**config.mk**
```make
export PLATFORM = sky130hd
export DESIGN_NAME = alu
export DESIGN_NICKNAME = d
export VERILOG_FILES = /design/src/alu_pkg.sv /design/src/flag_bus.sv /design/src/compare_unit.sv /design/src/arith_unit.sv /design/src/exec_collect.sv /design/src/alu.sv
export SDC_FILE = /design/constraint.sdc
export NUM_CORES = 1
export LEC_CHECK = 0
export BUFFER_PORTS_ARGS = -buffer_cell sky130_fd_sc_hd__buf_2
export CELL_PAD_IN_SITES_DETAIL_PLACEMENT = 2
export CELL_PAD_IN_SITES_GLOBAL_PLACEMENT = 2
export CORE_UTILIZATION = 36
export DETAILED_ROUTE_END_ITERATION = 8
export GPL_TIMING_DRIVEN = 0
export PLACE_DENSITY_LB_ADDON = 0.08
export SKIP_CTS_REPAIR_TIMING = 1
export SLEW_MARGIN = 20
export SYNTH_ARGS = -nofsm -noshare
export SYNTH_HDL_FRONTEND = slang
export SYNTH_HIERARCHICAL = 1
export SYNTH_SLANG_ARGS = --single-unit
```
**constraint.sdc**
```tcl
create_clock -name clk -period 14.65 [get_ports clk]
set_clock_uncertainty 0.1 [all_clocks]
set_input_delay 2.93 -clock clk [delete_from_list [all_inputs] [get_ports clk]]
set_output_delay 2.93 -clock clk [all_outputs]
set_load 0.05 [all_outputs]
```
**src/alu_pkg.sv**
```systemverilog
// -------------------------------------------------------------------------
// integer execute unit package.
// holds the operation codes, the collector states and the default operand
// width shared by the execute unit and its testbench.
// -------------------------------------------------------------------------
package alu_pkg;

    // default operand width in bits.
    // the top level takes this as the default of its WORDSIZE parameter
    // and passes it down to every unit below it.
    parameter int WORDSIZE_DEFAULT = 64;

    // operation codes.
    // the requester places one of these on op together with both operands
    // and keeps it stable until ack rises.
    // the first five select the arithmetic unit output.
    // the last three turn a comparison flag into a 0/1 word.
    typedef enum logic [2:0] {
        op_add  = 3'd0,                     // a plus b modulo 2 to the word width.
        op_sub  = 3'd1,                     // a minus b modulo 2 to the word width.
        op_and  = 3'd2,                     // bitwise and of a and b.
        op_or   = 3'd3,                     // bitwise or of a and b.
        op_xor  = 3'd4,                     // bitwise exclusive or of a and b.
        op_slt  = 3'd5,                     // 1 when a is below b as signed values.
        op_sltu = 3'd6,                     // 1 when a is below b as unsigned values.
        op_seq  = 3'd7                      // 1 when a and b hold the same bits.
    } alu_op_t;

    // collector states of the four-phase handshake.
    // a request moves the machine from idle to ack in one cycle.
    // the machine stays in ack for as long as req stays high.
    // one release cycle follows before a new request can be taken.
    typedef enum logic [1:0] {
        st_idle    = 2'd0,                  // ack is low and req is watched.
        st_ack     = 2'd1,                  // outputs are registered and ack is high.
        st_release = 2'd2                   // ack has fallen and the machine rests a cycle.
    } exec_state_t;

endpackage

```
**src/flag_bus.sv**
```systemverilog
// -------------------------------------------------------------------------
// comparison flag bus.
// carries the seven ordering flags from the comparison unit to the
// result collector.
// -------------------------------------------------------------------------
interface flag_bus;

    logic equal;                            // operands hold the same bits.
    logic not_equal;                        // operands differ in at least one bit.
    logic greater;                          // a above b in two's complement order.
    logic less;                             // a below b in two's complement order.
    logic u_equal;                          // unsigned equality, same as equal.
    logic u_greater;                        // a above b in unsigned order.
    logic u_less;                           // a below b in unsigned order.

    // the comparison unit produces every flag.
    modport source (
        output equal,
        output not_equal,
        output greater,
        output less,
        output u_equal,
        output u_greater,
        output u_less
    );

    // the collector only samples the flags.
    modport sink (
        input equal,
        input not_equal,
        input greater,
        input less,
        input u_equal,
        input u_greater,
        input u_less
    );

endinterface

```
**src/compare_unit.sv**
```systemverilog
// -------------------------------------------------------------------------
// comparison unit.
// derives equality and the signed and unsigned ordering flags of two
// operands in one combinational step.
// -------------------------------------------------------------------------
module compare_unit #(
    parameter int WORDSIZE = alu_pkg::WORDSIZE_DEFAULT // operand width in bits.
) (
    input  logic [WORDSIZE-1:0] operand_a,  // first operand.
    input  logic [WORDSIZE-1:0] operand_b,  // second operand.
    flag_bus.source             flags       // ordering flags toward the collector.
);

    logic same_value;                       // both operands carry identical bits.
    logic u_above;                          // a is larger when read as unsigned.
    logic u_below;                          // a is smaller when read as unsigned.
    logic sign_a;                           // sign bit of the first operand.
    logic sign_b;                           // sign bit of the second operand.
    logic signs_differ;                     // exactly one operand is negative.

    assign same_value   = (operand_a == operand_b); // plain bitwise equality.
    assign u_above      = (operand_a > operand_b);  // both vectors are unsigned here.
    assign u_below      = (operand_a < operand_b);  // unsigned order again.

    assign sign_a       = operand_a[WORDSIZE-1]; // msb carries the two's complement sign.
    assign sign_b       = operand_b[WORDSIZE-1];
    assign signs_differ = sign_a ^ sign_b;      // mixed signs settle the order at once.

    // equality and unsigned order feed the bus directly.
    // the signed order only needs the sign bits on top of the unsigned order.
    always_comb begin
        flags.equal     = same_value;           // equal and not_equal are complements.
        flags.not_equal = ~same_value;
        flags.u_equal   = same_value;           // bit equality does not care about sign.
        flags.u_greater = u_above;
        flags.u_less    = u_below;

        if (signs_differ) begin
            // the negative operand is the smaller one.
            flags.greater = sign_b;             // b negative means a is above b.
            flags.less    = sign_a;             // a negative means a is below b.
        end else begin
            // with equal signs the unsigned order matches the signed order.
            // this holds for two negatives as well since both sit in the upper half.
            flags.greater = u_above;
            flags.less    = u_below;
        end
    end

endmodule

```
**src/arith_unit.sv**
```systemverilog
// -------------------------------------------------------------------------
// arithmetic and logic unit.
// add, subtract, and, or and xor on two operands with signed overflow
// detection on the shared adder.
// -------------------------------------------------------------------------
module arith_unit #(
    parameter int WORDSIZE = alu_pkg::WORDSIZE_DEFAULT // operand width in bits.
) (
    input  alu_pkg::alu_op_t    op,         // requested operation.
    input  logic [WORDSIZE-1:0] operand_a,  // first operand.
    input  logic [WORDSIZE-1:0] operand_b,  // second operand.
    output logic [WORDSIZE-1:0] sum,        // raw result before the collector picks.
    output logic                overflow    // signed overflow of add or subtract.
);

    logic                subtract;          // the adder works as a subtractor.
    logic [WORDSIZE-1:0] addend_b;          // second adder input after inversion.
    logic [WORDSIZE-1:0] carry_in;          // the subtract carry as a full word.
    logic [WORDSIZE-1:0] adder_out;         // output of the shared adder.
    logic                sign_a;            // sign of the first adder input.
    logic                sign_b;            // sign of the second adder input.
    logic                sign_out;          // sign of the adder output.
    logic                adder_overflow;    // signed overflow of the adder.
    logic                is_arith;          // op uses the adder result.

    // subtract is a plus the inverted b plus one.
    assign subtract  = (op == alu_pkg::op_sub);
    assign addend_b  = subtract ? ~operand_b : operand_b; // invert b only for subtract.
    assign carry_in  = {{(WORDSIZE-1){1'b0}}, subtract};  // the plus one of two's complement.
    assign adder_out = operand_a + addend_b + carry_in;   // carry out is dropped, modulo width.

    // two inputs of the same sign must give a result of that sign.
    // the check uses the inverted b so it also covers subtract.
    assign sign_a         = operand_a[WORDSIZE-1];
    assign sign_b         = addend_b[WORDSIZE-1];
    assign sign_out       = adder_out[WORDSIZE-1];
    assign adder_overflow = (sign_a == sign_b) && (sign_out != sign_a);

    assign is_arith = (op == alu_pkg::op_add) || (op == alu_pkg::op_sub);
    assign overflow = is_arith & adder_overflow; // logic operations never overflow.

    // result select.
    // the set operations leave the adder output here and the collector
    // replaces it with the 0/1 word of the matching flag.
    always_comb begin
        case (op)
            alu_pkg::op_and: sum = operand_a & operand_b; // bitwise and.
            alu_pkg::op_or:  sum = operand_a | operand_b; // bitwise or.
            alu_pkg::op_xor: sum = operand_a ^ operand_b; // bitwise xor.
            default:         sum = adder_out;             // add, subtract and the set ops.
        endcase
    end

endmodule

```
**src/exec_collect.sv**
```systemverilog
// -------------------------------------------------------------------------
// result collector.
// runs the four-phase handshake, picks the result for the operation and
// registers result, overflow and flags when a request is taken.
// -------------------------------------------------------------------------
module exec_collect #(
    parameter int WORDSIZE = alu_pkg::WORDSIZE_DEFAULT // operand width in bits.
) (
    input  logic                clk,            // rising edge clock.
    input  logic                rst,            // synchronous reset, active high.
    input  logic                req,            // four-phase request from the requester.
    input  alu_pkg::alu_op_t    op,             // operation held with the request.
    input  logic [WORDSIZE-1:0] sum,            // raw arithmetic unit result.
    input  logic                arith_overflow, // raw signed overflow.
    flag_bus.sink               flags,          // comparison unit flags.
    output logic                ack,            // four-phase acknowledge.
    output logic [WORDSIZE-1:0] result,         // registered result word.
    output logic                overflow,       // registered signed overflow.
    output logic                flag_equal,     // registered equality.
    output logic                flag_not_equal, // registered inequality.
    output logic                flag_greater,   // registered signed greater.
    output logic                flag_less,      // registered signed less.
    output logic                flag_u_equal,   // registered unsigned equality.
    output logic                flag_u_greater, // registered unsigned greater.
    output logic                flag_u_less     // registered unsigned less.
);

    alu_pkg::exec_state_t state;            // current handshake state.
    alu_pkg::exec_state_t state_next;       // state for the next edge.
    logic                 accept;           // req seen high while idle.
    logic                 req_dropped;      // req seen low while acknowledging.
    logic                 is_set_op;        // op returns a 0/1 word.
    logic                 set_bit;          // the flag chosen by a set op.
    logic [WORDSIZE-1:0]  result_next;      // value loaded into result on accept.

    // set operations map to one comparison flag each.
    always_comb begin
        is_set_op = 1'b1;
        case (op)
            alu_pkg::op_slt:  set_bit = flags.less;   // signed less.
            alu_pkg::op_sltu: set_bit = flags.u_less; // unsigned less.
            alu_pkg::op_seq:  set_bit = flags.equal;  // equality.
            default: begin
                is_set_op = 1'b0;               // arithmetic and logic ops keep sum.
                set_bit   = 1'b0;
            end
        endcase
    end

    assign result_next = is_set_op ? {{(WORDSIZE-1){1'b0}}, set_bit} : sum; // zero extended.

    // next state.
    // idle waits for req, ack waits for req to fall and release rests one cycle.
    always_comb begin
        state_next  = state;
        accept      = 1'b0;
        req_dropped = 1'b0;
        case (state)
            alu_pkg::st_idle: begin
                if (req) begin
                    state_next = alu_pkg::st_ack; // outputs load on this same edge.
                    accept     = 1'b1;
                end
            end
            alu_pkg::st_ack: begin
                if (!req) begin
                    state_next  = alu_pkg::st_release; // ack falls on this edge.
                    req_dropped = 1'b1;
                end
            end
            alu_pkg::st_release: state_next = alu_pkg::st_idle; // one cycle gap.
            default:             state_next = alu_pkg::st_idle; // unused encoding recovers.
        endcase
    end

    // handshake control.
    always_ff @(posedge clk) begin
        if (rst) begin
            state <= alu_pkg::st_idle;
            ack   <= 1'b0;
        end else begin
            state <= state_next;
            if (accept) begin
                ack <= 1'b1;                    // high from the edge that took req.
            end else if (req_dropped) begin
                ack <= 1'b0;                    // low from the edge that saw req low.
            end
        end
    end

    // outputs hold from one accepted request to the next.
    always_ff @(posedge clk) begin
        if (rst) begin
            result         <= '0;
            overflow       <= 1'b0;
            flag_equal     <= 1'b0;
            flag_not_equal <= 1'b0;
            flag_greater   <= 1'b0;
            flag_less      <= 1'b0;
            flag_u_equal   <= 1'b0;
            flag_u_greater <= 1'b0;
            flag_u_less    <= 1'b0;
        end else if (accept) begin
            result         <= result_next;
            overflow       <= arith_overflow; // already zero for logic and set ops.
            flag_equal     <= flags.equal;
            flag_not_equal <= flags.not_equal;
            flag_greater   <= flags.greater;
            flag_less      <= flags.less;
            flag_u_equal   <= flags.u_equal;
            flag_u_greater <= flags.u_greater;
            flag_u_less    <= flags.u_less;
        end
    end

endmodule

```
**src/alu.sv**
```systemverilog
// -------------------------------------------------------------------------
// integer execute unit top level.
// joins the comparison unit, the arithmetic unit and the handshake
// collector behind plain ports.
// -------------------------------------------------------------------------
module alu #(
    parameter int WORDSIZE = alu_pkg::WORDSIZE_DEFAULT // operand width in bits.
) (
    input  logic                clk,            // rising edge clock.
    input  logic                rst,            // synchronous reset, active high.
    input  logic                req,            // four-phase request.
    input  alu_pkg::alu_op_t    op,             // operation to execute.
    input  logic [WORDSIZE-1:0] operand_a,      // first operand.
    input  logic [WORDSIZE-1:0] operand_b,      // second operand.
    output logic                ack,            // four-phase acknowledge.
    output logic [WORDSIZE-1:0] result,         // registered result.
    output logic                overflow,       // registered signed overflow.
    output logic                flag_equal,     // registered flags follow.
    output logic                flag_not_equal,
    output logic                flag_greater,
    output logic                flag_less,
    output logic                flag_u_equal,
    output logic                flag_u_greater,
    output logic                flag_u_less
);

    flag_bus             cmp_flags ();      // comparison flags toward the collector.
    logic [WORDSIZE-1:0] sum;               // raw arithmetic result.
    logic                arith_overflow;    // raw signed overflow.

    // both units read the operands straight from the top ports.
    compare_unit #(.WORDSIZE(WORDSIZE)) i_compare (
        .operand_a (operand_a),
        .operand_b (operand_b),
        .flags     (cmp_flags)
    );

    arith_unit #(.WORDSIZE(WORDSIZE)) i_arith (
        .op        (op),
        .operand_a (operand_a),
        .operand_b (operand_b),
        .sum       (sum),
        .overflow  (arith_overflow)
    );

    exec_collect #(.WORDSIZE(WORDSIZE)) i_collect (
        .clk            (clk),
        .rst            (rst),
        .req            (req),
        .op             (op),
        .sum            (sum),
        .arith_overflow (arith_overflow),
        .flags          (cmp_flags),
        .ack            (ack),
        .result         (result),
        .overflow       (overflow),
        .flag_equal     (flag_equal),
        .flag_not_equal (flag_not_equal),
        .flag_greater   (flag_greater),
        .flag_less      (flag_less),
        .flag_u_equal   (flag_u_equal),
        .flag_u_greater (flag_u_greater),
        .flag_u_less    (flag_u_less)
    );

endmodule

```
==> results.md <==
Cells and area:
- The largest register by flop count is i_collect/result.
- The summed area of non-filler cells in the final layout is 14,470 um^2.
- In the final layout, the multi-input gates occupy 9743 um^2.
- The sequential cells in the finished layout cover a total of 1501 um^2.
- The number of fillers in the final layout is 4,200.
- In the layout the commonest cells are sky130_fd_sc_hd__a21oi_1 (264), sky130_fd_sc_hd__ha_1 (255), sky130_fd_sc_hd__buf_2 (229).
- The leading cell type in the layout, fill and taps excluded is sky130_fd_sc_hd__a21oi_1.
- Of the cells placed in the final design, the portion with a size suffix greater than 1 is 0.1499.
- The layout-stage area growth over the synthesis result is 15.26%.
- The register with the most flip-flops in the layout has 64 of them.
- For this run, the post-layout net count is 2,359.
- The largest registers in the layout are i_collect/result: 64 flops, i_collect/state: 2 flops.

Logic synthesis:
- Counting flops and latches in the post-synthesis netlist gives 75.
- The fraction of registers with async set/reset is 0.
- The synthesized instance count is 1,752.
- The share of synthesized area occupied by flip-flops and latches is 0.1196.
- The mean instance size in the synthesized netlist is between 7 and 8 um^2.
- The share of cell area taken by muxes after synthesis is 0.004186.
- In the synthesized netlist the dominant register cell turns out to be sky130_fd_sc_hd__dfxtp_1.
- The dominant combinational cell family by area after synthesis is compound AO/OA/AOI/OAI gates.
- Of the total synthesized cell area, the portion taken by XOR and XNOR cells is 0.08372.
- The post-synthesis compound-gate area fraction is 0.2557.
- Of the total synthesized cell area, the portion taken by AND, OR, NAND and NOR gates is 0.1767.
- The number of warnings reported in the yosys synthesis log is 6.
- The adder and majority cell fraction of the synthesized area is 0.2557.
- The number of flops mapped to enable cells by yosys is 0.
- The netlist area before placement is between 10,000 and 15,000 um^2.
- The number of unique standard cell types used by synthesis is between 90 and 100.
- The net count of the mapped netlist is 2,142.

Setup path:
- The worst setup path is captured at a flip-flop.
- At the worst endpoint, the arrival time is 8.76 ns.
- The endpoint identified for the worst register-to-register timing path is i_collect/result[41]$_SDFFE_PP0P_.
- The category of the most critical setup path is input port to flip-flop.
- The start of the worst register-to-register path is i_collect/state[1]$_SDFFE_PP0P_.
- Across all register-to-register paths, the minimum setup slack is 12.89 ns.
- The maximum fanout along the worst path is 10.
- The worst register-to-register path has a depth of 5.
- The required time of the critical path is roughly 15 ns.
- The worst setup path is launched from an input port.

Clock network:
- The source-to-sink clock delay at the later pin of the worst-skew pair is 0.38 ns.
- The clock tree buffer depth is 2.
- The H-tree depth is 3.
- TritonCTS built the clock tree.
- Counting the buffers created by CTS gives 9.
- The number of clock sinks seen by CTS is 75.
- The root buffer cell is sky130_fd_sc_hd__clkbuf_16.
- After clock tree synthesis, the clock-pin slew on the worst setup and hold paths is 0.07 ns.

Timing:
- The final number of max-transition violations is 0.
- The time the final worst path needs with I/O delays and setup is 8.557 ns.
- In the finished design, the share of the clock period the worst path needs comes to 0.5841.
- Setup repair after global routing left no endpoint under its margin.
- Setup total negative slack on the finished layout was measured at 0 ns.
- The relative slew slack is 0.3171.
- The maximum clock rate is 116.9 MHz.
- The count of endpoints failing hold in the final timing report is 0.
- The count of endpoints failing setup in the final report is 0.
- At the pin with the least slew margin, the transition time is 1.024 ns.

Placement:
- Once placement finished, the instance area stood at 14,150 um^2.
- The HPWL reported at the end of detailed placement is 43,950 um.
- The number of input and output port buffers inserted is 206.
- The final estimated routing congestion in global placement is around 0.9.

Pwr:
- For this design the ratio of total power to cell area is between 70 and 80 nW/um^2.
- Across the VDD grid, the largest voltage drop is 0.06589 mV.
- The analysis attributes to cell leakage a power of roughly 0.0070 uW.

Floorplan:
- The starting utilization of the core area is 0.3643.
- The floorplan step set the die height to 188.7 um.
- In this run the standard cell core region covers 34,460 um^2.
- The initialized floorplan defines between 60 and 70 standard-cell rows.
- The count of boundary I/O pins is 207.
- The die span in x is 188.7 um.
- The floorplan step defined a die boundary enclosing 35,620 um^2.

Global routing:
- Across every metal layer, demand over resource in global routing totals 0.2977.
- The number of global-route vias before repair is between 10,000 and 15,000.
- Entering global routing, the biggest net connects 17 pins.
- The first global-routing pass estimated 82,360 um of wire.
- The initial antenna violation count is 6.
- The overall overflow remaining after global route is 0.

Drt:
- Using the TritonRoute via totals, the vias-per-cell ratio works out to 5.649.
- The detailed-router iteration count before antenna repair is 4.
- The iteration-0 DRC count of the detailed router is 740.
- The total vias in the final route is 13,730.
- After detailed routing, the number of remaining DRC violations is 0.
- Wires add up to ~53,000 um.
- Dividing the detail-routed wire length by the instance count gives ~22 um.
- The count of nets left with antenna violations once routing finished came out at 0.

Flow run:
- The total of max-cap violations is 0.

Hold path:
- The path type of the worst min-delay path is flip-flop to flip-flop.
- The startpoint identified for the worst hold timing path is i_collect/result[19]$_SDFFE_PP0P_.
- The terminating pin of the worst hold path is i_collect/result[19]$_SDFFE_PP0P_.
- The worst hold path passes through 2 cells.

Outcome:
- The run finished with clean final reports.
## synthesized netlist by cell type, drive strengths merged (3+ instances only)
cell           instances  area, um^2
a21boi                 4       30.03
a31oi                  7       43.79
xor2                  24       210.2
and2                   6       37.54
clkdlybuf4s15          3       31.28
buf                   42       239.0
o22ai                 31       193.9
mux2i                  3       30.03
a2111o                 3       33.78
o31ai                  4       35.03
nor4                   6       67.56
a2111oi                7       67.56
nor2                 100       377.9
nor2b                 12       75.07
dfxtp                 75        1501
nand3                 89       463.0
nand4                 35       252.8
o21a                  13       97.59
clkbuf                48       240.2
a21oi                265        1330
o21bai                15       112.6
o211ai                 5       37.54
and3                   9       57.56
a21o                  31       232.7
o21ai                 87       446.7
xnor2                 96       840.8
inv                  209       784.5
ha                   255        3191
a221oi                 6       58.80
nand2                155       591.8
and4                   6       52.55
nor3                  21       110.1
nand2b                 6       40.04
a211oi                35       267.8
## cells by family after synthesis
group | Yosys count
and+or+nand+nor | 456
xor gates and xnor gates | 120
adders and majority gates | 256
DFF | 75
buffers and inverters | 304
AOI/OAI and AO/OA | 536
muxes | 5
## worst max path at each step
stage	startpoint	depth (start not counted)	slack [ns]	end
after global placement	op[0]	18	5.75	i_collect/result[62]$_SDFFE_PP0P_
final	op[0]	18	6.09	i_collect/result[62]$_SDFFE_PP0P_
after CTS	op[0]	18	6.14	i_collect/result[62]$_SDFFE_PP0P_
after floorplan	op[1]	17	7.73	i_collect/overflow$_SDFFE_PP0P_
after detailed placement	op[0]	18	5.77	i_collect/result[62]$_SDFFE_PP0P_
after global routing	op[0]	18	5.67	i_collect/result[58]$_SDFFE_PP0P_
## worst max-delay path: stages
cell                        delay (ns)
sky130_fd_sc_hd__buf_2            0.20
sky130_fd_sc_hd__nor3b_2          0.32
sky130_fd_sc_hd__clkbuf_1         0.56
sky130_fd_sc_hd__buf_1            0.67
sky130_fd_sc_hd__xnor2_1          0.14
sky130_fd_sc_hd__ha_1             0.39
sky130_fd_sc_hd__a21oi_1          0.31
sky130_fd_sc_hd__o21ai_0          0.23
sky130_fd_sc_hd__a2111oi_0        0.40
sky130_fd_sc_hd__nor2_1           0.19
sky130_fd_sc_hd__o21ai_0          0.57
sky130_fd_sc_hd__nand3_1          0.30
sky130_fd_sc_hd__a31oi_1          0.59
sky130_fd_sc_hd__o211ai_1         0.22
sky130_fd_sc_hd__xnor2_1          0.17
sky130_fd_sc_hd__o21ai_0          0.23
sky130_fd_sc_hd__nand3_1          0.14
sky130_fd_sc_hd__a21oi_1          0.17
## per-stage QoR
| stage | std cells | total power [uW] | setup slack (ns) | hold WS, ns | utilization |
|---|---|---|---|---|---|
| final | 2430 | 1089 | 6.093 | 0.3513 | 0.4199 |
| after global routing | 2429 | 1163 | 5.665 | 0.3735 | 0.4199 |
| after CTS | 2429 | 1095 | 6.136 | 0.3549 | 0.4199 |
| after detailed placement | 2413 | 833.1 | 5.769 | 0.3449 | 0.4108 |
| after global placement | 2413 | 810.3 | 5.751 | 0.3374 | 0.4108 |
| after floorplan | 1752 | 641.4 | 7.727 | 0.3540 | - |
## where the power goes
part           internal, uW  leakage, uW  switching (uW)
combinational           212      0.00626             397
sequential              219     0.000612            8.48
clock                   137     0.000155             116
## routing by layer
layer,vias up,track usage,wire length [um]
met5,-,0,69
met3,72,0.05234,2243
li1,6551,-,-
met1,6814,0.3644,23850
met2,281,0.5223,25230
met4,10,0.09801,1485
## final cells by class
cell class	instances	share of cell area
diodes	1	0.0001729
plain buffers	94	0.03597
clock buffers	9	0.01556
clock inverters	7	0.006053
inverters	210	0.05456
multi-input cells	1373	0.6733
flip-flops and latches	75	0.1038
well taps	455	0.03934
repair buffers	206	0.07125
Power figures use the tool's default switching activity.
